`src/verilog/pic_pkg.sv`:
```
package pic_pkg;

	// --------------------
	// Sizes.
	// --------------------
	localparam int NUM_IRQ = 8;
	localparam int LEVEL_W = 3;
	localparam int DATA_W = 8;

	// --------------------
	// Command word bits.
	// --------------------
	localparam int ICW1_SEL_BIT = 4;
	localparam int OCW3_SEL_BIT = 3;
	localparam int LTIM_BIT = 3;
	localparam int IC4_BIT = 0;
	localparam int AEOI_BIT = 1;
	localparam int POLL_BIT = 2;
	localparam int RR_BIT = 1;
	localparam int RIS_BIT = 0;

	typedef logic [NUM_IRQ-1:0] irq_vec_t;
	typedef logic [LEVEL_W-1:0] irq_level_t;
	typedef logic [DATA_W-1:0] data_t;

	localparam data_t POLL_FLAG = 8'h80;
	localparam irq_level_t SPURIOUS_LEVEL = 3'd7;

	typedef enum logic [1:0] {
		INIT_WAIT_ICW1,
		INIT_WAIT_ICW2,
		INIT_WAIT_ICW4,
		INIT_READY
	} init_state_e;

	typedef enum logic [2:0] {
		ACK_IDLE,
		ACK_FIRST,
		ACK_GAP,
		ACK_SECOND,
		ACK_POLL
	} ack_state_e;

	// Only the EOI codes in OCW2 bits 7..5 are acted on.
	typedef enum logic [2:0] {
		EOI_NONSPEC = 3'b001,
		EOI_SPEC = 3'b011
	} eoi_cmd_e;

endpackage

```
`src/verilog/init_sequencer.sv`:
```
`timescale 1ns/10ps

module init_sequencer
	import pic_pkg::*;
(
	input  logic clk,
	input  logic rst_n,
	input  logic wr,
	input  logic a0,
	input  data_t din,
	output logic icw1_wr,
	output logic ocw1_wr,
	output logic ocw2_wr,
	output logic ocw3_wr,
	output logic init_ready,
	output logic ltim,
	output logic auto_eoi,
	output logic [DATA_W-LEVEL_W-1:0] vector_base
);

	init_state_e state;
	logic ic4;
	logic ctrl_wr;

	// --------------------
	// Command decode.
	// --------------------
	// ICW1 restarts the sequence from any state.
	assign icw1_wr = wr && !a0 && din[ICW1_SEL_BIT];
	assign ocw1_wr = wr && a0 && (state == INIT_READY);
	assign ctrl_wr = wr && !a0 && !din[ICW1_SEL_BIT] && (state == INIT_READY);
	assign ocw2_wr = ctrl_wr && !din[OCW3_SEL_BIT];
	assign ocw3_wr = ctrl_wr && din[OCW3_SEL_BIT];

	assign init_ready = (state == INIT_READY);

	// --------------------
	// ICW state machine.
	// --------------------
	always_ff @(posedge clk or negedge rst_n)
	begin
		if (!rst_n)
		begin
			state <= INIT_WAIT_ICW1;
			ic4 <= 1'b0;
			ltim <= 1'b0;
			auto_eoi <= 1'b0;
			vector_base <= '0;
		end
		else if (icw1_wr)
		begin
			state <= INIT_WAIT_ICW2;
			ltim <= din[LTIM_BIT];
			ic4 <= din[IC4_BIT];
			auto_eoi <= 1'b0;
		end
		else if (wr && a0)
		begin
			case (state)
				INIT_WAIT_ICW2:
				begin
					vector_base <= din[DATA_W-1:LEVEL_W];
					state <= ic4 ? INIT_WAIT_ICW4 : INIT_READY;
				end
				INIT_WAIT_ICW4:
				begin
					auto_eoi <= din[AEOI_BIT];
					state <= INIT_READY;
				end
				default:
				begin
				end
			endcase
		end
	end

endmodule

```
`src/verilog/irq_request_reg.sv`:
```
`timescale 1ns/10ps

module irq_request_reg
	import pic_pkg::*;
(
	input  logic clk,
	input  logic rst_n,
	input  irq_vec_t ir,
	input  logic ltim,
	input  logic icw1_wr,
	input  logic take,
	input  irq_level_t take_level,
	output irq_vec_t irr
);

	irq_vec_t ir_meta;
	irq_vec_t ir_sync;
	irq_vec_t ir_prev;
	irq_vec_t take_clr;

	always_comb
	begin
		take_clr = '0;
		if (take)
			take_clr[take_level] = 1'b1;
	end

	// Two flops on the pins, a third for edge detection.
	always_ff @(posedge clk or negedge rst_n)
	begin
		if (!rst_n)
		begin
			ir_meta <= '0;
			ir_sync <= '0;
			ir_prev <= '0;
		end
		else
		begin
			ir_meta <= ir;
			ir_sync <= ir_meta;
			ir_prev <= ir_sync;
		end
	end

	// --------------------
	// Request register.
	// --------------------
	always_ff @(posedge clk or negedge rst_n)
	begin
		if (!rst_n)
			irr <= '0;
		else if (icw1_wr)
			irr <= '0;
		else if (ltim)
			irr <= ir_sync;
		else
			irr <= (irr & ~take_clr) | (ir_sync & ~ir_prev);
	end

endmodule

```
`src/verilog/priority_resolver.sv`:
```
`timescale 1ns/10ps

module priority_resolver
	import pic_pkg::*;
(
	input  logic clk,
	input  logic rst_n,
	input  irq_vec_t irr,
	input  irq_vec_t isr,
	input  logic ocw1_wr,
	input  logic icw1_wr,
	input  data_t din,
	output irq_vec_t mask,
	output logic int_pending,
	output irq_level_t int_level
);

	irq_vec_t req;
	logic blocked;

	always_ff @(posedge clk or negedge rst_n)
	begin
		if (!rst_n)
			mask <= '0;
		else if (icw1_wr)
			mask <= '0;
		else if (ocw1_wr)
			mask <= din;
	end

	assign req = irr & ~mask;

	// Level 0 wins. An in-service level blocks itself and everything below it.
	always_comb
	begin
		blocked = 1'b0;
		int_pending = 1'b0;
		int_level = '0;
		for (int i = 0; i < NUM_IRQ; i++)
		begin
			if (isr[i])
				blocked = 1'b1;
			if (!blocked && !int_pending && req[i])
			begin
				int_pending = 1'b1;
				int_level = irq_level_t'(i);
			end
		end
	end

endmodule

```
`src/verilog/in_service_reg.sv`:
```
`timescale 1ns/10ps

module in_service_reg
	import pic_pkg::*;
(
	input  logic clk,
	input  logic rst_n,
	input  logic take,
	input  logic ocw2_wr,
	input  logic icw1_wr,
	input  logic ack_end,
	input  logic auto_eoi,
	input  irq_level_t take_level,
	input  data_t din,
	output irq_vec_t isr
);

	irq_vec_t isr_set;
	irq_vec_t isr_clr;
	irq_vec_t lowest;
	irq_level_t cur_level;
	logic cur_valid;

	// Lowest set bit is the highest priority in service.
	assign lowest = isr & (~isr + 1'b1);

	always_comb
	begin
		isr_set = '0;
		isr_clr = '0;
		if (take)
			isr_set[take_level] = 1'b1;
		if (ocw2_wr)
		begin
			case (eoi_cmd_e'(din[DATA_W-1 -: 3]))
				EOI_NONSPEC: isr_clr = isr_clr | lowest;
				EOI_SPEC: isr_clr[din[LEVEL_W-1:0]] = 1'b1;
				default:
				begin
				end
			endcase
		end
		if (ack_end && auto_eoi && cur_valid)
			isr_clr[cur_level] = 1'b1;
	end

	// --------------------
	// Registers.
	// --------------------
	always_ff @(posedge clk or negedge rst_n)
	begin
		if (!rst_n)
			isr <= '0;
		else if (icw1_wr)
			isr <= '0;
		else
			isr <= (isr & ~isr_clr) | isr_set;
	end

	// Auto EOI clears the level of the last acknowledge.
	always_ff @(posedge clk or negedge rst_n)
	begin
		if (!rst_n)
		begin
			cur_level <= '0;
			cur_valid <= 1'b0;
		end
		else if (icw1_wr)
			cur_valid <= 1'b0;
		else if (take)
		begin
			cur_level <= take_level;
			cur_valid <= 1'b1;
		end
		else if (ack_end)
			cur_valid <= 1'b0;
	end

endmodule

```
`src/verilog/ack_sequencer.sv`:
```
`timescale 1ns/10ps

module ack_sequencer
	import pic_pkg::*;
(
	input  logic clk,
	input  logic rst_n,
	input  logic inta_n,
	input  logic rd,
	input  logic a0,
	input  logic init_ready,
	input  logic ocw3_wr,
	input  logic icw1_wr,
	input  logic int_pending,
	input  irq_level_t int_level,
	input  data_t din,
	input  irq_vec_t irr,
	input  irq_vec_t isr,
	input  irq_vec_t mask,
	input  logic [DATA_W-LEVEL_W-1:0] vector_base,
	output logic intr,
	output logic take,
	output logic ack_end,
	output logic dout_en,
	output irq_level_t take_level,
	output data_t dout
);

	ack_state_e state;
	logic rd_q;
	logic rd_rise;
	logic rd_fall;
	logic req_ok;
	logic ris_sel;
	logic poll_hit;
	logic poll_busy;

	assign rd_rise = rd && !rd_q;
	assign rd_fall = !rd && rd_q;
	assign req_ok = init_ready && int_pending;

	assign intr = (state == ACK_IDLE) && req_ok;
	assign dout_en = ((state == ACK_SECOND) && !inta_n) || (rd && rd_q);

	// --------------------
	// Acknowledge FSM.
	// --------------------
	always_ff @(posedge clk or negedge rst_n)
	begin
		if (!rst_n)
		begin
			state <= ACK_IDLE;
			rd_q <= 1'b0;
			ris_sel <= 1'b0;
			poll_hit <= 1'b0;
			poll_busy <= 1'b0;
			take_level <= '0;
			take <= 1'b0;
			ack_end <= 1'b0;
		end
		else
		begin
			rd_q <= rd;
			take <= 1'b0;
			ack_end <= 1'b0;
			if (ocw3_wr && din[RR_BIT])
				ris_sel <= din[RIS_BIT];
			if (icw1_wr)
			begin
				state <= ACK_IDLE;
				ris_sel <= 1'b0;
				poll_busy <= 1'b0;
			end
			else
			begin
				case (state)
					ACK_IDLE:
						if (ocw3_wr && din[POLL_BIT])
							state <= ACK_POLL;
						else if (!inta_n)
						begin
							state <= ACK_FIRST;
							take <= req_ok;
							take_level <= req_ok ? int_level : SPURIOUS_LEVEL;
						end
					ACK_FIRST:
						if (inta_n)
							state <= ACK_GAP;
					ACK_GAP:
						if (!inta_n)
							state <= ACK_SECOND;
					ACK_SECOND:
						if (inta_n)
						begin
							state <= ACK_IDLE;
							ack_end <= 1'b1;
						end
					ACK_POLL:
						// The poll read acts as the acknowledge.
						if (rd_rise && !a0)
						begin
							poll_busy <= 1'b1;
							poll_hit <= req_ok;
							take <= req_ok;
							take_level <= int_level;
						end
						else if (rd_fall && poll_busy)
						begin
							poll_busy <= 1'b0;
							state <= ACK_IDLE;
						end
					default: state <= ACK_IDLE;
				endcase
			end
		end
	end

	// --------------------
	// Read data.
	// --------------------
	always_comb
	begin
		if (state == ACK_SECOND)
			dout = {vector_base, take_level};
		else if ((state == ACK_POLL) && poll_busy)
			dout = poll_hit ? (POLL_FLAG | data_t'(take_level)) : '0;
		else if (a0)
			dout = mask;
		else if (ris_sel)
			dout = isr;
		else
			dout = irr;
	end

endmodule

```
`src/verilog/pic_top.sv`:
```
`timescale 1ns/10ps

module pic_top
	import pic_pkg::*;
(
	input  logic clk,
	input  logic rst_n,
	input  logic wr,
	input  logic rd,
	input  logic a0,
	input  logic inta_n,
	input  data_t din,
	input  irq_vec_t ir,
	output data_t dout,
	output logic dout_en,
	output logic intr
);

	logic icw1_wr;
	logic ocw1_wr;
	logic ocw2_wr;
	logic ocw3_wr;
	logic init_ready;
	logic ltim;
	logic auto_eoi;
	logic [DATA_W-LEVEL_W-1:0] vector_base;
	logic take;
	logic ack_end;
	logic int_pending;
	irq_level_t take_level;
	irq_level_t int_level;
	irq_vec_t irr;
	irq_vec_t isr;
	irq_vec_t mask;

	init_sequencer u_init_sequencer (
		.clk         (clk),
		.rst_n       (rst_n),
		.wr          (wr),
		.a0          (a0),
		.din         (din),
		.icw1_wr     (icw1_wr),
		.ocw1_wr     (ocw1_wr),
		.ocw2_wr     (ocw2_wr),
		.ocw3_wr     (ocw3_wr),
		.init_ready  (init_ready),
		.ltim        (ltim),
		.auto_eoi    (auto_eoi),
		.vector_base (vector_base)
	);

	irq_request_reg u_irq_request_reg (
		.clk        (clk),
		.rst_n      (rst_n),
		.ir         (ir),
		.ltim       (ltim),
		.icw1_wr    (icw1_wr),
		.take       (take),
		.take_level (take_level),
		.irr        (irr)
	);

	priority_resolver u_priority_resolver (
		.clk         (clk),
		.rst_n       (rst_n),
		.irr         (irr),
		.isr         (isr),
		.ocw1_wr     (ocw1_wr),
		.icw1_wr     (icw1_wr),
		.din         (din),
		.mask        (mask),
		.int_pending (int_pending),
		.int_level   (int_level)
	);

	in_service_reg u_in_service_reg (
		.clk        (clk),
		.rst_n      (rst_n),
		.take       (take),
		.ocw2_wr    (ocw2_wr),
		.icw1_wr    (icw1_wr),
		.ack_end    (ack_end),
		.auto_eoi   (auto_eoi),
		.take_level (take_level),
		.din        (din),
		.isr        (isr)
	);

	ack_sequencer u_ack_sequencer (
		.clk         (clk),
		.rst_n       (rst_n),
		.inta_n      (inta_n),
		.rd          (rd),
		.a0          (a0),
		.init_ready  (init_ready),
		.ocw3_wr     (ocw3_wr),
		.icw1_wr     (icw1_wr),
		.int_pending (int_pending),
		.int_level   (int_level),
		.din         (din),
		.irr         (irr),
		.isr         (isr),
		.mask        (mask),
		.vector_base (vector_base),
		.intr        (intr),
		.take        (take),
		.ack_end     (ack_end),
		.dout_en     (dout_en),
		.take_level  (take_level),
		.dout        (dout)
	);

endmodule

```
`config.mk`:
```
export PLATFORM = sky130hd
export DESIGN_NAME = pic_top
export DESIGN_NICKNAME = d
export VERILOG_FILES = /design/src/verilog/pic_pkg.sv /design/src/verilog/init_sequencer.sv /design/src/verilog/irq_request_reg.sv /design/src/verilog/priority_resolver.sv /design/src/verilog/in_service_reg.sv /design/src/verilog/ack_sequencer.sv /design/src/verilog/pic_top.sv
export SDC_FILE = /design/constraint.sdc
export NUM_CORES = 1
export LEC_CHECK = 0
export ABC_AREA = 1
export BUFFER_PORTS_ARGS = -buffer_cell sky130_fd_sc_hd__buf_2
export CAP_MARGIN = 0
export CELL_PAD_IN_SITES_DETAIL_PLACEMENT = 0
export CELL_PAD_IN_SITES_GLOBAL_PLACEMENT = 2
export CORE_AREA = 3 3 105 107
export CTS_BUF_LIST = sky130_fd_sc_hd__clkbuf_2
export DETAILED_ROUTE_END_ITERATION = 12
export DIE_AREA = 0 0 108 110
export PLACE_DENSITY = 0.73
export RECOVER_POWER = 25
export SLEW_MARGIN = 10
export SYNTH_ARGS = -nofsm -noshare
export SYNTH_HDL_FRONTEND = slang
export SYNTH_SLANG_ARGS = --single-unit
```
`constraint.sdc`:
```
create_clock -name clk -period 4 [get_ports clk]
set_input_delay 0.2 -clock clk [delete_from_list [all_inputs] [get_ports clk]]
set_output_delay 0.2 -clock clk [all_outputs]
set_load 0.05 [all_outputs]
```
### Word level (Yosys, flattened, before mapping)

Index checks and enable logic that the tools add are counted.
Widths: inputs -> output; s select.

| cells by class | value |
|---|---|
| add/sub/neg operators | 1 |
| multiply operators | 0 |
| divide/modulo/power cells | 0 |
| $lt $le $gt $ge | 6 |
| eq/ne operators | 18 |
| shift-type cells | 0 |
| muxes and demuxes | 81 |
| bitwise gates (word level) | 14 |
| reduce and logical (&&, ||, !) cells | 79 |

Operator list:

| kind | number |
|---|---|
| $mux 8 | 13 |
| $mux 3 | 16 |
| $and 8x8->8 | 5 |
| $mux 1 | 40 |
| $not 8->8 | 5 |
| $logic_and 1x1->1 | 39 |
| $or 8x8->8 | 3 |
| $logic_not 1->1 | 21 |
| $pmux 8 s2 | 1 |
| $pmux 3 s5 | 1 |
| $lt 3x4->1 const B | 3 |
| $ne 3x3->1 const B | 4 |
| $reduce_bool 2->1 | 6 |
| $demux 1 s3 | 3 |
| $eq 3x2->1 const B | 3 |
| $ge 3x1->1 const B | 3 |
| $reduce_bool 3->1 | 3 |
| $add 8x1->8 const B | 1 |
| $mux 2 | 4 |
| $reduce_and 2->1 | 4 |
| $eq 3x1->1 const B | 2 |
| $pmux 3 s2 | 1 |
| $reduce_and 3->1 | 2 |
| $reduce_and 6->1 | 1 |
| other kinds (13) | 15 |

| storage, ports and cells | value |
|---|---|
| flip-flop bits (word level) | 74 |
| latch bits | 0 |
| bits in writable memories | 0 |
| memory bits (read-only) | 0 |
| input bits | 22 |
| output and inout bits | 10 |
| word-level logic and storage cells | 220 |
| memories | 0 |

### Logic depth before layout (Yosys ltp)

Gate-level depths: netlist of the first run.

| logic depth | value |
|---|---|
| depth after elaboration | 37 |
| gate-level depth with buffers | 11 |

### Hierarchy

A second synthesis of the first run with hierarchy kept.

| second synthesis, totals | value |
|---|---|
| cells, all modules | 519 |
| area, all modules | 3,938.8 µm² |

By module, submodules not included:

| module | times used | cells an instance | area an instance (µm²) | sequential area each (µm²) |
|---|---|---|---|---|
| irq_request_reg | 1 | 100 | 1,096.1 | 800.8 |
| ack_sequencer | 1 | 148 | 915.9 | 300.3 |
| in_service_reg | 1 | 127 | 823.3 | 300.3 |
| priority_resolver | 1 | 87 | 623.1 | 200.2 |
| init_sequencer | 1 | 57 | 480.5 | 250.2 |

### Worst setup path after synthesis of the first run

OpenSTA, ideal clock, no wires.

| path | value |
|---|---|
| kind | register to output |
| from | reg u_ack_sequencer.state[2] |
| to | out dout[3] |
| arrival | 1.895 ns |
| setup slack | 1.905 ns |
| cell stages (with the launch flop) | 6 |
| path buffers | 0 |
| cell sequence | dfrtp_1 inv_1 nor2_2 nand2_1 nand2_1 o21ai_0 |

| on the way | value |
|---|---|
| longest elaborated chain between the ends | 4 |

RTL lines:

| element | line | text |
|---|---|---|
| start, declared | ack_sequencer.sv:29 | `ack_state_e state;` |
| start signal, assigned | ack_sequencer.sv:52 | `state <= ACK_IDLE;` |
| start signal, assigned | ack_sequencer.sv:70 | `state <= ACK_IDLE;` |
| start signal, assigned | ack_sequencer.sv:79 | `state <= ACK_POLL;` |
| $eq 3x3->1 | ack_sequencer.sv:125 | `else if ((state == ACK_POLL) && poll_busy)` |
| $logic_and 1x1->1 | ack_sequencer.sv:125 |  |
| $mux 8 | ack_sequencer.sv:125 |  |
| $mux 8 (*) | ack_sequencer.sv:123 | `if (state == ACK_SECOND)` |
| end, declared | pic_top.sv:14 | `output data_t dout,` |

Every way passes the cells marked *; elsewhere a longest branch is shown, timed or not.

### Worst setup path after layout of the first run

| path | value |
|---|---|
| from | reg u_ack_sequencer.state[2] |
| to | out dout[1] |

The elaborated chain is that of the path after synthesis.

==> results of run 1 <==
[flip-flops by register name (all words and copies together), names as in the netlist, 2 cells and up]
register / count
u_priority_resolver.mask: 8
u_ack_sequencer.state: 3
u_irq_request_reg.ir_meta: 8
u_irq_request_reg.irr: 8
u_irq_request_reg.ir_prev: 8
u_in_service_reg.isr: 8
u_init_sequencer.vector_base: 5
u_in_service_reg.cur_level: 3
u_irq_request_reg.ir_sync: 8
u_ack_sequencer.take_level: 3
u_init_sequencer.state: 2
[layout make-up]
cell class / count / area [um^2]
multi-input cells: 279 / 1420
flip-flops and latches: 74 / 1850
inverters: 62 / 233
clock inverters: 7 / 83.8
repair buffers: 51 / 354
well taps: 136 / 170
clock buffers: 9 / 45.0
fillers: 1045 / 6070
[cells by family (layout without fill, tap and decap cells)]
logic type	Yosys count	in the layout	synth area share (%)
adder cells (fa/ha/maj)	3	3	1.06
flip-flops	74	74	52.4
AND/OR/NAND/NOR	183	183	23.6
AO/OA/AOI/OAI	93	93	15.5
buffers and inverters	69	129	7.44
[timing repair]
action                                  CTS  global route
endpoints found under the setup margin    0             0
resized for setup                         0             0
endpoints found under the hold margin    99             0
hold buffers                             20             0
[through the flow]
step / power [mW] / area (um^2) / hold WS (ns) / util [%]
final: 2.60 / 4160 / 0.111 / 40.6
after global routing: 2.83 / 4160 / 0.0664 / 40.6
after CTS: 2.64 / 4160 / 0.0476 / 40.7
after detailed placement: 2.14 / 3830 / 0.309 / 37.4
after global placement: 2.15 / 3830 / 0.308 / 37.4
after floorplan: 1.82 / 3530 / -0.0956 / -
[worst max path at each step]
stage | start | endpoint | slack (ns) | depth (start not counted)
6_report | u_ack_sequencer.state[2]$_DFFE_PN0P_ | dout[1] | 1.34 | 6
4_1_cts | u_ack_sequencer.state[2]$_DFFE_PN0P_ | dout[0] | 1.28 | 6
3_5_place_dp | u_ack_sequencer.state[2]$_DFFE_PN0P_ | dout[0] | 1.92 | 6
2_1_floorplan | u_ack_sequencer.state[2]$_DFFE_PN0P_ | dout[3] | 1.90 | 5
3_3_place_gp | u_ack_sequencer.state[2]$_DFFE_PN0P_ | dout[1] | 1.99 | 6
5_1_grt | u_ack_sequencer.state[2]$_DFFE_PN0P_ | dout[2] | 1.13 | 6
[power by group through the flow]
stage / logic [mW] / clock network [mW] / registers (mW)
after global placement: 1.07 / 0 / 1.08
final: 1.07 / 0.467 / 1.06
after floorplan: 0.799 / 0 / 1.02
after detailed placement: 1.07 / 0 / 1.08
after global routing: 1.21 / 0.524 / 1.09
after CTS: 1.09 / 0.493 / 1.06
[layer usage]
layer,track usage [%],part of all wire [%],routed length (um)
met2,30.4,48,4800
met3,3.44,4.1,412
met1,25.2,48,4800
met5,0,0,0
met4,4.87,0.69,70
[cells in the mapped netlist, types with 2 or more instances]
cell and number:
nand2_1 91, dfrtp_1 74, inv_1 56, nor2_1 37, o21ai_0 37, nand3_1 20, a21oi_1 17, o22ai_1 17
a32oi_1 8, nand2_2 8, clkbuf_1 6, nand4_1 6, nor2_2 6, nor3_1 6, o211ai_1 6, inv_2 5
ha_1 3, nor2_4 3, o21ai_1 3, nand3_2 2, nor3_2 2, o311ai_0 2
[worst max-delay path, stage by stage (launching register included)]
cell	delay, ns
dfrtp_1	0.48
nor3_4	0.33
inv_1	0.14
nand2_1	0.22
o21ai_1	0.17
o22ai_1	0.29
buf_2	0.33
==> out/metrics.cfg, run 1 <==
[route]
via_per_inst = 4.86
ant_nets = 0
wl_per_cell_um = 16.3
wl_um = 10100
vias = 3006
dr.pass1.iters = 4
drc_errors = 0
dr.first_iter.drc_count = 184

[power]
p_seq_share_pct = 40.8
switchingPower_mw = 1.21
power_frac_clock_pct = 17.9
p_leak_nw = 1.99
irDropWorstVdd_mv = 0.315
p_comb_share_pct = 41.3
powerDensity_nw_per_um2 = 627
swShare_pct = 46.4
p_int_mw = 1.40

[outcome]
status = finished with violations
violations = max-capacitance violations, max-slew violations

[synth]
async_flop_share_pct = 100
synthTopCellsByArea = dfrtp_1 (52%), nand2_1 (9.7%), inv_1 (5.9%)
synth.distinct_cells = 29
ys_seq_elements = 74
seq_area_frac_synth_pct = 52.4
synth-warning-count = 0
netlist.top_cell.by_area = dfrtp_1
synth_cells = 422
syn_avg_cell_area_um2 = 8.37
yosys.area.top_type_share_pct = 52.4
synth_ff_type = dfrtp_1
synth_edf_count = 0
syn_nets = 447
netlist_area_um2 = 3530

[setup_path]
crit_path_start_kind = register
r2r_cells = 6
r2r_end = u_in_service_reg.isr[3]$_DFF_PN0_
critPathKind = register to output port
cp-end-kind = output port
cp.arrival_ns = 2.46
rrSetupSlack_ns = 2.23
critPathMaxFanout = 8
r2r_start = u_init_sequencer.state[0]$_DFFE_PN0P_
critical_path_required_ns = 3.80

[clock_network]
htreeDepth = 3
root_buffer = clkbuf_2
post_cts.repair.setup_buffers = 0
clkSinkCount = 74
cts_tree = done
clock_path_buffers = 2
clkLatencyLatePin_ns = 0.53
clkSlewWorstSetupHoldPaths_ns = 0.24
cts_buffers = 9

[floorplanning]
initial_utilization_pct = 34.5
fp-row-count = 37
pin_count = 32
dieArea_um2 = 11900
fp.dieH_um = 110
die_w_um = 108
core_um2 = 10200

[timing]
min_period_ns = 2.66
finalSetupTns_ns = 0
slew_viol_final = 75
fmax_mhz = 375
slew_headroom_pct = -22.5
post-route-period-util_pct = 66.6
setup_violations = 0
layout_setup_ws_ns = 1.34
finalHoldViolCount = 0
rsz0062_at_grt = no
clock_skew_ns = 0.0369
tightest_slew_ns = 1.84

[min_path]
hold_path_class = input port to register
whs_path_depth = 3
min_to = u_init_sequencer.state[1]$_DFFE_PN0P_
min_from = a0

[cells_and_area]
fin_cells = 618
fin_nets = 502
layout_common_cells = nand2_1 (91), dfrtp_1 (74), inv_1 (56), o21ai_0 (37), nor2_1 (37)
diodes = 0
synthToLayoutAreaGrowth_pct = 17.6
layout_commonest_cell = nand2_1
final_layout_size_suffix_gt1_share_pct = 15.1

[place]
pre_cts_slack_ns = 1.92
place.gp.congestion = 0.827
port_buffers = 31
dp_cells = 582
hpwlAfterDp_um = 7610

[grt]
grt_pass1_vias = 3047
grt_pass1_wl_um = 16500
grt_max_degree = 75
antenna_found_initial = 0
grt_util_all_layers_pct = 18.5
globalRouteOverflowTotal = 0

[run]
max-cap-violations = 1

Note: power is estimated with default switching activity, not from simulation.
==> run 2: changes to the inputs <==
==> constraint.sdc (replaced) <==
create_clock -name clk -period 2.7 [get_ports clk]
set_input_delay 0.135 -clock clk [delete_from_list [all_inputs] [get_ports clk]]
set_output_delay 0.135 -clock clk [all_outputs]
set_load 0.05 [all_outputs]
==> out/metrics.cfg, run 2 (same netlist as run 1, synthesis figures left out) <==
[clock_network]
htreeDepth = 3  ; unchanged
clkSlewWorstSetupHoldPaths_ns = 0.24  ; about the same
clock_path_buffers = 2  ; unchanged
clkLatencyLatePin_ns = 0.54  ; about the same
cts_buffers = 9  ; unchanged
clkSinkCount = 74  ; unchanged
root_buffer = clkbuf_2
cts_tree = done

[power]
p_seq_share_pct = 39.9  ; -0.9 points
powerDensity_nw_per_um2 = 939  ; +50%
power_frac_clock_pct = 20.0  ; +2.1 points
p_comb_share_pct = 40.0  ; -1.3 points
p_leak_nw = 2.02  ; +1.1%
swShare_pct = 45.2  ; -1.3 points
switchingPower_mw = 1.79  ; +48%
irDropWorstVdd_mv = 0.320  ; +1.6%
p_int_mw = 2.17  ; +55%

[setup_path]
slowest_stage = dfrtp_1
cp-end-kind = output port
cp.arrival_ns = 2.30  ; -0.16 ns
cp.buffers_inverters = 2  ; unchanged
path_cells = nor3_4 > inv_1 > nand2_2 > o21ai_1 > a21oi_1 > buf_2
max_stage_delay_ns = 0.48  ; about the same
critPathMaxFanout = 8  ; unchanged
crit_path_start_kind = register
critical_path_required_ns = 2.57  ; -1.23 ns
critPathTopFamily = flip-flops
critPathKind = register to output port

[route]
dr.first_iter.drc_count = 209  ; +14%
met2_length_um = 4570  ; -4.8%
drt-met1-wl_um = 5170  ; +7.7%
route.met3.wl_um = 386  ; -6.3%
wl_um = 10300  ; +2.2%
dr.pass1.iters = 4  ; unchanged
vias = 3138  ; +4.4%
routed.top_layer = met4
ant_nets = 0  ; unchanged
drc_errors = 0  ; unchanged
wl_per_cell_um = 16.6  ; +1.8%
via_per_inst = 5.06  ; +4.1%

[timing]
slew_headroom_pct = -27.8  ; -5.3 points
slew_viol_final = 75  ; unchanged
layout_setup_ws_ns = 0.267  ; -1.07 ns
clock_skew_ns = 0.0475  ; +0.0106 ns
min_period_ns = 2.43
setup_violations = 0  ; unchanged
finalHoldViolCount = 0  ; unchanged
post-route-period-util_pct = 90.1
rsz0062_at_grt = no
finalSetupTns_ns = 0  ; unchanged
tightest_slew_ns = 1.92  ; +0.0788 ns
fmax_mhz = 411

[place]
dp_cells = 583  ; +0.17%
port_buffers = 31  ; unchanged
place.gp.congestion = 0.896  ; +8.3%
pre_cts_slack_ns = 0.642  ; -1.28 ns
hpwlAfterDp_um = 7510  ; -1.3%

[grt]
grt_pass1_wl_um = 16500  ; +0.29%
antenna_found_initial = 0  ; unchanged
grt_util_all_layers_pct = 18.6  ; +0.13 points
grt_pass1_vias = 3022  ; -0.82%
globalRouteOverflowTotal = 0  ; unchanged
grt_max_degree = 75  ; unchanged

[floorplanning]
dieArea_um2 = 11900  ; unchanged
core_um2 = 10200  ; unchanged
die_w_um = 108  ; unchanged
pin_count = 32  ; unchanged
fp.dieH_um = 110  ; unchanged
fp-row-count = 37  ; unchanged
initial_utilization_pct = 34.5  ; unchanged

[cells_and_area]
layout_commonest_cell = nand2_1
fin_nets = 504  ; +0.40%
num-fill-cells = 1028  ; -1.6%
fin_cells = 620  ; +0.32%
diodes = 0  ; unchanged
layout_common_cells = nand2_1 (90), dfrtp_1 (74), inv_1 (56), o21ai_0 (37), nor2_1 (36)
final_layout_size_suffix_gt1_share_pct = 15.7  ; +0.56 points
synthToLayoutAreaGrowth_pct = 19.2

[run]
max-cap-violations = 1  ; unchanged

[min_path]
hold_path_class = input port to register

[outcome]
status = finished with violations
violations = max-capacitance violations, max-slew violations

## run 2: power by group through the flow
stage	Combinational, mW	Sequential, mW	Clock (mW)
floorplan	1.18	1.51	0
global placement	1.56	1.60	0
detailed placement	1.55	1.60	0
CTS	1.59	1.58	0.822
global route	1.78	1.61	0.866
finish	1.58	1.58	0.792
## run 2: metal layers
metal,track usage [%],vias up
li1,-,1521
met1,25.9,1531
met2,29.1,73
met3,3.49,13
met4,6.58,0
met5,0,-
## run 2: tightest hold or removal path, stage by stage
cell,delay (ns)
buf_2,0.22
nand2_1,0.15
o22ai_1,0.08
## run 2: metrics by stage
step	util [%]	area, um^2	total power, mW	hold WS (ns)
4_1_cts	41.1	4200	3.99	0.0306
3_5_place_dp	37.5	3840	3.16	0.244
2_1_floorplan	-	3530	2.69	-0.161
5_1_grt	41.2	4210	4.26	0.0432
3_3_place_gp	37.5	3840	3.16	0.243
6_report	41.2	4210	3.96	0.0612
## run 2: cell type report
type                            count  area [um^2]  area share, %
Sequential cell                    74         1850           44.0
Multi-Input combinational cell    279         1430           33.9
Timing Repair Buffer               53          374           8.89
Inverter                           62          233           5.53
Tap cell                          136          170           4.04
Clock inverter                      7          108           2.56
Clock buffer                        9         45.0           1.07
## run 2: repair_timing
action                                  CTS  global route
hold buffers                             21             0
resized for setup                         1             3
endpoints found under the setup margin    1             2
buffers inserted                          0             0
pin swaps                                 0             0
hold endpoints to repair                104             0
## run 2: path summary, 6_finish.rpt
path                                                              from                                          end  slack, ns  cells after the start
min in group asynchronous                                        rst_n  u_init_sequencer.vector_base[4]$_DFFE_PN0P_       0.61                      2
worst min-delay path                                                a0        u_init_sequencer.state[1]$_DFFE_PN0P_       0.06                      3
worst min register to register  u_irq_request_reg.ir_meta[0]$_DFF_PN0_       u_irq_request_reg.ir_sync[0]$_DFF_PN0_       0.38                      0
max in group asynchronous                                        rst_n       u_irq_request_reg.ir_sync[6]$_DFF_PN0_       0.91                      2
worst max-delay path              u_ack_sequencer.state[2]$_DFFE_PN0P_                                      dout[7]       0.27                      6
worst max register to register   u_init_sequencer.state[1]$_DFFE_PN0P_          u_ack_sequencer.ris_sel$_DFFE_PN0P_       0.84                      8
==> run 3: changes to the inputs <==
--- a/config.mk
+++ b/config.mk
@@ -10,11 +10,11 @@
 export CAP_MARGIN = 0
 export CELL_PAD_IN_SITES_DETAIL_PLACEMENT = 0
 export CELL_PAD_IN_SITES_GLOBAL_PLACEMENT = 2
-export CORE_AREA = 3 3 105 107
+export CORE_AREA = 3 3 102 104
 export CTS_BUF_LIST = sky130_fd_sc_hd__clkbuf_2
 export DETAILED_ROUTE_END_ITERATION = 12
-export DIE_AREA = 0 0 108 110
-export PLACE_DENSITY = 0.73
+export DIE_AREA = 0 0 105 107
+export PLACE_DENSITY = 0.77
 export RECOVER_POWER = 25
 export SLEW_MARGIN = 10
 export SYNTH_ARGS = -nofsm -noshare
==> out/metrics.cfg, run 3 (same netlist as run 1, synthesis figures left out) <==
[cells_and_area]
layout_common_cells = nand2_1 (90), dfrtp_1 (74), inv_1 (56), o21ai_0 (37), nor2_1 (37)
synthToLayoutAreaGrowth_pct = 18.4
final_layout_size_suffix_gt1_share_pct = 15.1  ; -0.62 points
diodes = 0  ; unchanged
final_cell_area_um2 = 4190  ; -0.59%
fin_nets = 504  ; unchanged
num-fill-cells = 1002  ; -2.5%
layout_commonest_cell = nand2_1

[route]
drc_errors = 0  ; unchanged
wl_um = 9680  ; -6.0%
ant_nets = 0  ; unchanged
via_per_inst = 4.83  ; -4.6%
dr.first_iter.drc_count = 165  ; -21%
vias = 2979  ; -5.1%
wl_per_cell_um = 15.7  ; -5.6%
dr.pass1.iters = 4  ; unchanged

[run]
max-cap-violations = 1  ; unchanged

[timing]
rsz0062_at_grt = no
fmax_mhz = 409  ; -0.52%
slew_headroom_pct = -24.4  ; +3.4 points
slew_viol_final = 75  ; unchanged
finalHoldViolCount = 0  ; unchanged
finalSetupTns_ns = 0  ; unchanged
min_period_ns = 2.45  ; +0.0126 ns
setup_violations = 0  ; unchanged
post-route-period-util_pct = 90.6  ; +0.47 points
clock_skew_ns = 0.0427  ; -0.00471 ns
tightest_slew_ns = 1.87  ; -0.0510 ns

[clock_network]
post_cts.repair.setup_buffers = 0  ; unchanged
clkSlewWorstSetupHoldPaths_ns = 0.26  ; +0.02 ns
cts_buffers = 9  ; unchanged
clkSinkCount = 74  ; unchanged
clock_path_buffers = 2  ; unchanged
cts_tree = done
clkLatencyLatePin_ns = 0.53  ; about the same
htreeDepth = 3  ; unchanged
root_buffer = clkbuf_2

[power]
irDropWorstVdd_mv = 0.308  ; -3.9%
p_leak_nw = 2.00  ; -0.90%
powerDensity_nw_per_um2 = 929  ; -1.1%
p_total_mw = 3.89  ; -1.7%

[floorplanning]
die_w_um = 105  ; -2.8%
pin_count = 32  ; unchanged
fp.dieH_um = 107  ; -2.7%
initial_utilization_pct = 36.7  ; +2.1 points
dieArea_um2 = 11200  ; -5.4%
fp-row-count = 36  ; -2.7%
core_um2 = 9640  ; -5.8%

[setup_path]
cp.arrival_ns = 2.31  ; about the same
critPathKind = register to output port
critPathMaxFanout = 7  ; -1
critical_path_required_ns = 2.57  ; about the same
cp-end-kind = output port
crit_path_start_kind = register

[grt]
grt_pass1_vias = 2977  ; -1.5%
globalRouteOverflowTotal = 0  ; unchanged
grt_max_degree = 75  ; unchanged
grt_pass1_wl_um = 15900  ; -3.8%
antenna_found_initial = 0  ; unchanged
grt_util_all_layers_pct = 18.2  ; -0.37 points

[place]
place.gp.congestion = 0.869  ; -2.9%
dpl_cell_area_um2 = 3830  ; about the same
hpwlAfterDp_um = 7200  ; -4.2%
port_buffers = 31  ; unchanged

[outcome]
violations = max-capacitance violations, max-slew violations
status = finished with violations

[min_path]
hold_path_class = input port to register

==> run 3: changes by cell type in the layout (fill, tap and decap cells not counted), sizes merged <==
cell	previous run	this run
buf	29	28
clkbuf	12	13
clkinv	1	2
clkinvlp	1	2
inv	65	63
==> run 3: layout make-up <==
class	instances	area, um^2	share of cell area, %
Tap cell	133	166	3.98
Sequential cell	74	1850	44.2
Inverter	62	233	5.56
Timing Repair Buffer	53	367	8.76
Clock buffer	9	45.0	1.08
Multi-Input combinational cell	279	1420	34.0
Clock inverter	7	101	2.42
==> run 3: metrics by stage <==
step | worst slack [ns] | instances | utilization [%] | hold WS (ns)
3_5_place_dp | 0.671 | 580 | 39.8 | 0.244
2_1_floorplan | 0.670 | 422 | - | -0.161
5_1_grt | 0.0495 | 617 | 43.4 | 0.0907
3_3_place_gp | 0.739 | 580 | 39.8 | 0.243
4_1_cts | 0.0498 | 617 | 43.5 | 0.0623
6_report | 0.255 | 617 | 43.4 | 0.0909
==> run 3: power breakdown <==
group | leakage, nW | total [mW] | switching, mW | internal, mW
Clock | 0.0791 | 0.755 | 0.441 | 0.314
Sequential | 0.909 | 1.57 | 0.209 | 1.36
Combinational | 1.01 | 1.57 | 1.09 | 0.477
==> run 3: path summary, 6_finish.rpt <==
path                                                        start                                endpoint  slack (ns)  cells past startpoint
max reg2reg                 u_init_sequencer.state[0]$_DFFE_PN0P_     u_ack_sequencer.ris_sel$_DFFE_PN0P_        0.86                      8
min                                                            a0   u_init_sequencer.state[1]$_DFFE_PN0P_        0.09                      3
min in group asynchronous                                   rst_n        u_init_sequencer.ic4$_DFFE_PN0P_        0.60                      2
min reg2reg                u_irq_request_reg.ir_meta[1]$_DFF_PN0_  u_irq_request_reg.ir_sync[1]$_DFF_PN0_        0.38                      0
max                             u_in_service_reg.isr[0]$_DFF_PN0_                                    intr        0.25                     10
max in group asynchronous                                   rst_n      u_irq_request_reg.irr[4]$_DFF_PN0_        0.96                      2
==> run 3: critical path, cell delays in order (launching register included) <==
cell and delay, ns:
dfrtp_1 0.50, nor2_2 0.27, nand2_2 0.09, inv_1 0.08
nand2_2 0.08, inv_1 0.09, nand3_2 0.09, nand4_1 0.13
nand2_2 0.10, nor2_1 0.09, buf_2 0.26
==> run 3: layer usage <==
layer  vias to the layer above  wire, um  global-route usage, %
li1                       1511         -                      -
met1                      1386      4790                   25.5
met2                        78      4340                   28.3
met3                         4       443                   4.03
met4                         0       102                   5.53
met5                         -         0                      0
==> run 3: what timing repair did <==
item,4_1_cts,5_1_grt
hold buffers,21,0
endpoints found under the setup margin,0,4
hold endpoints to repair,103,0
resized for setup,0,1
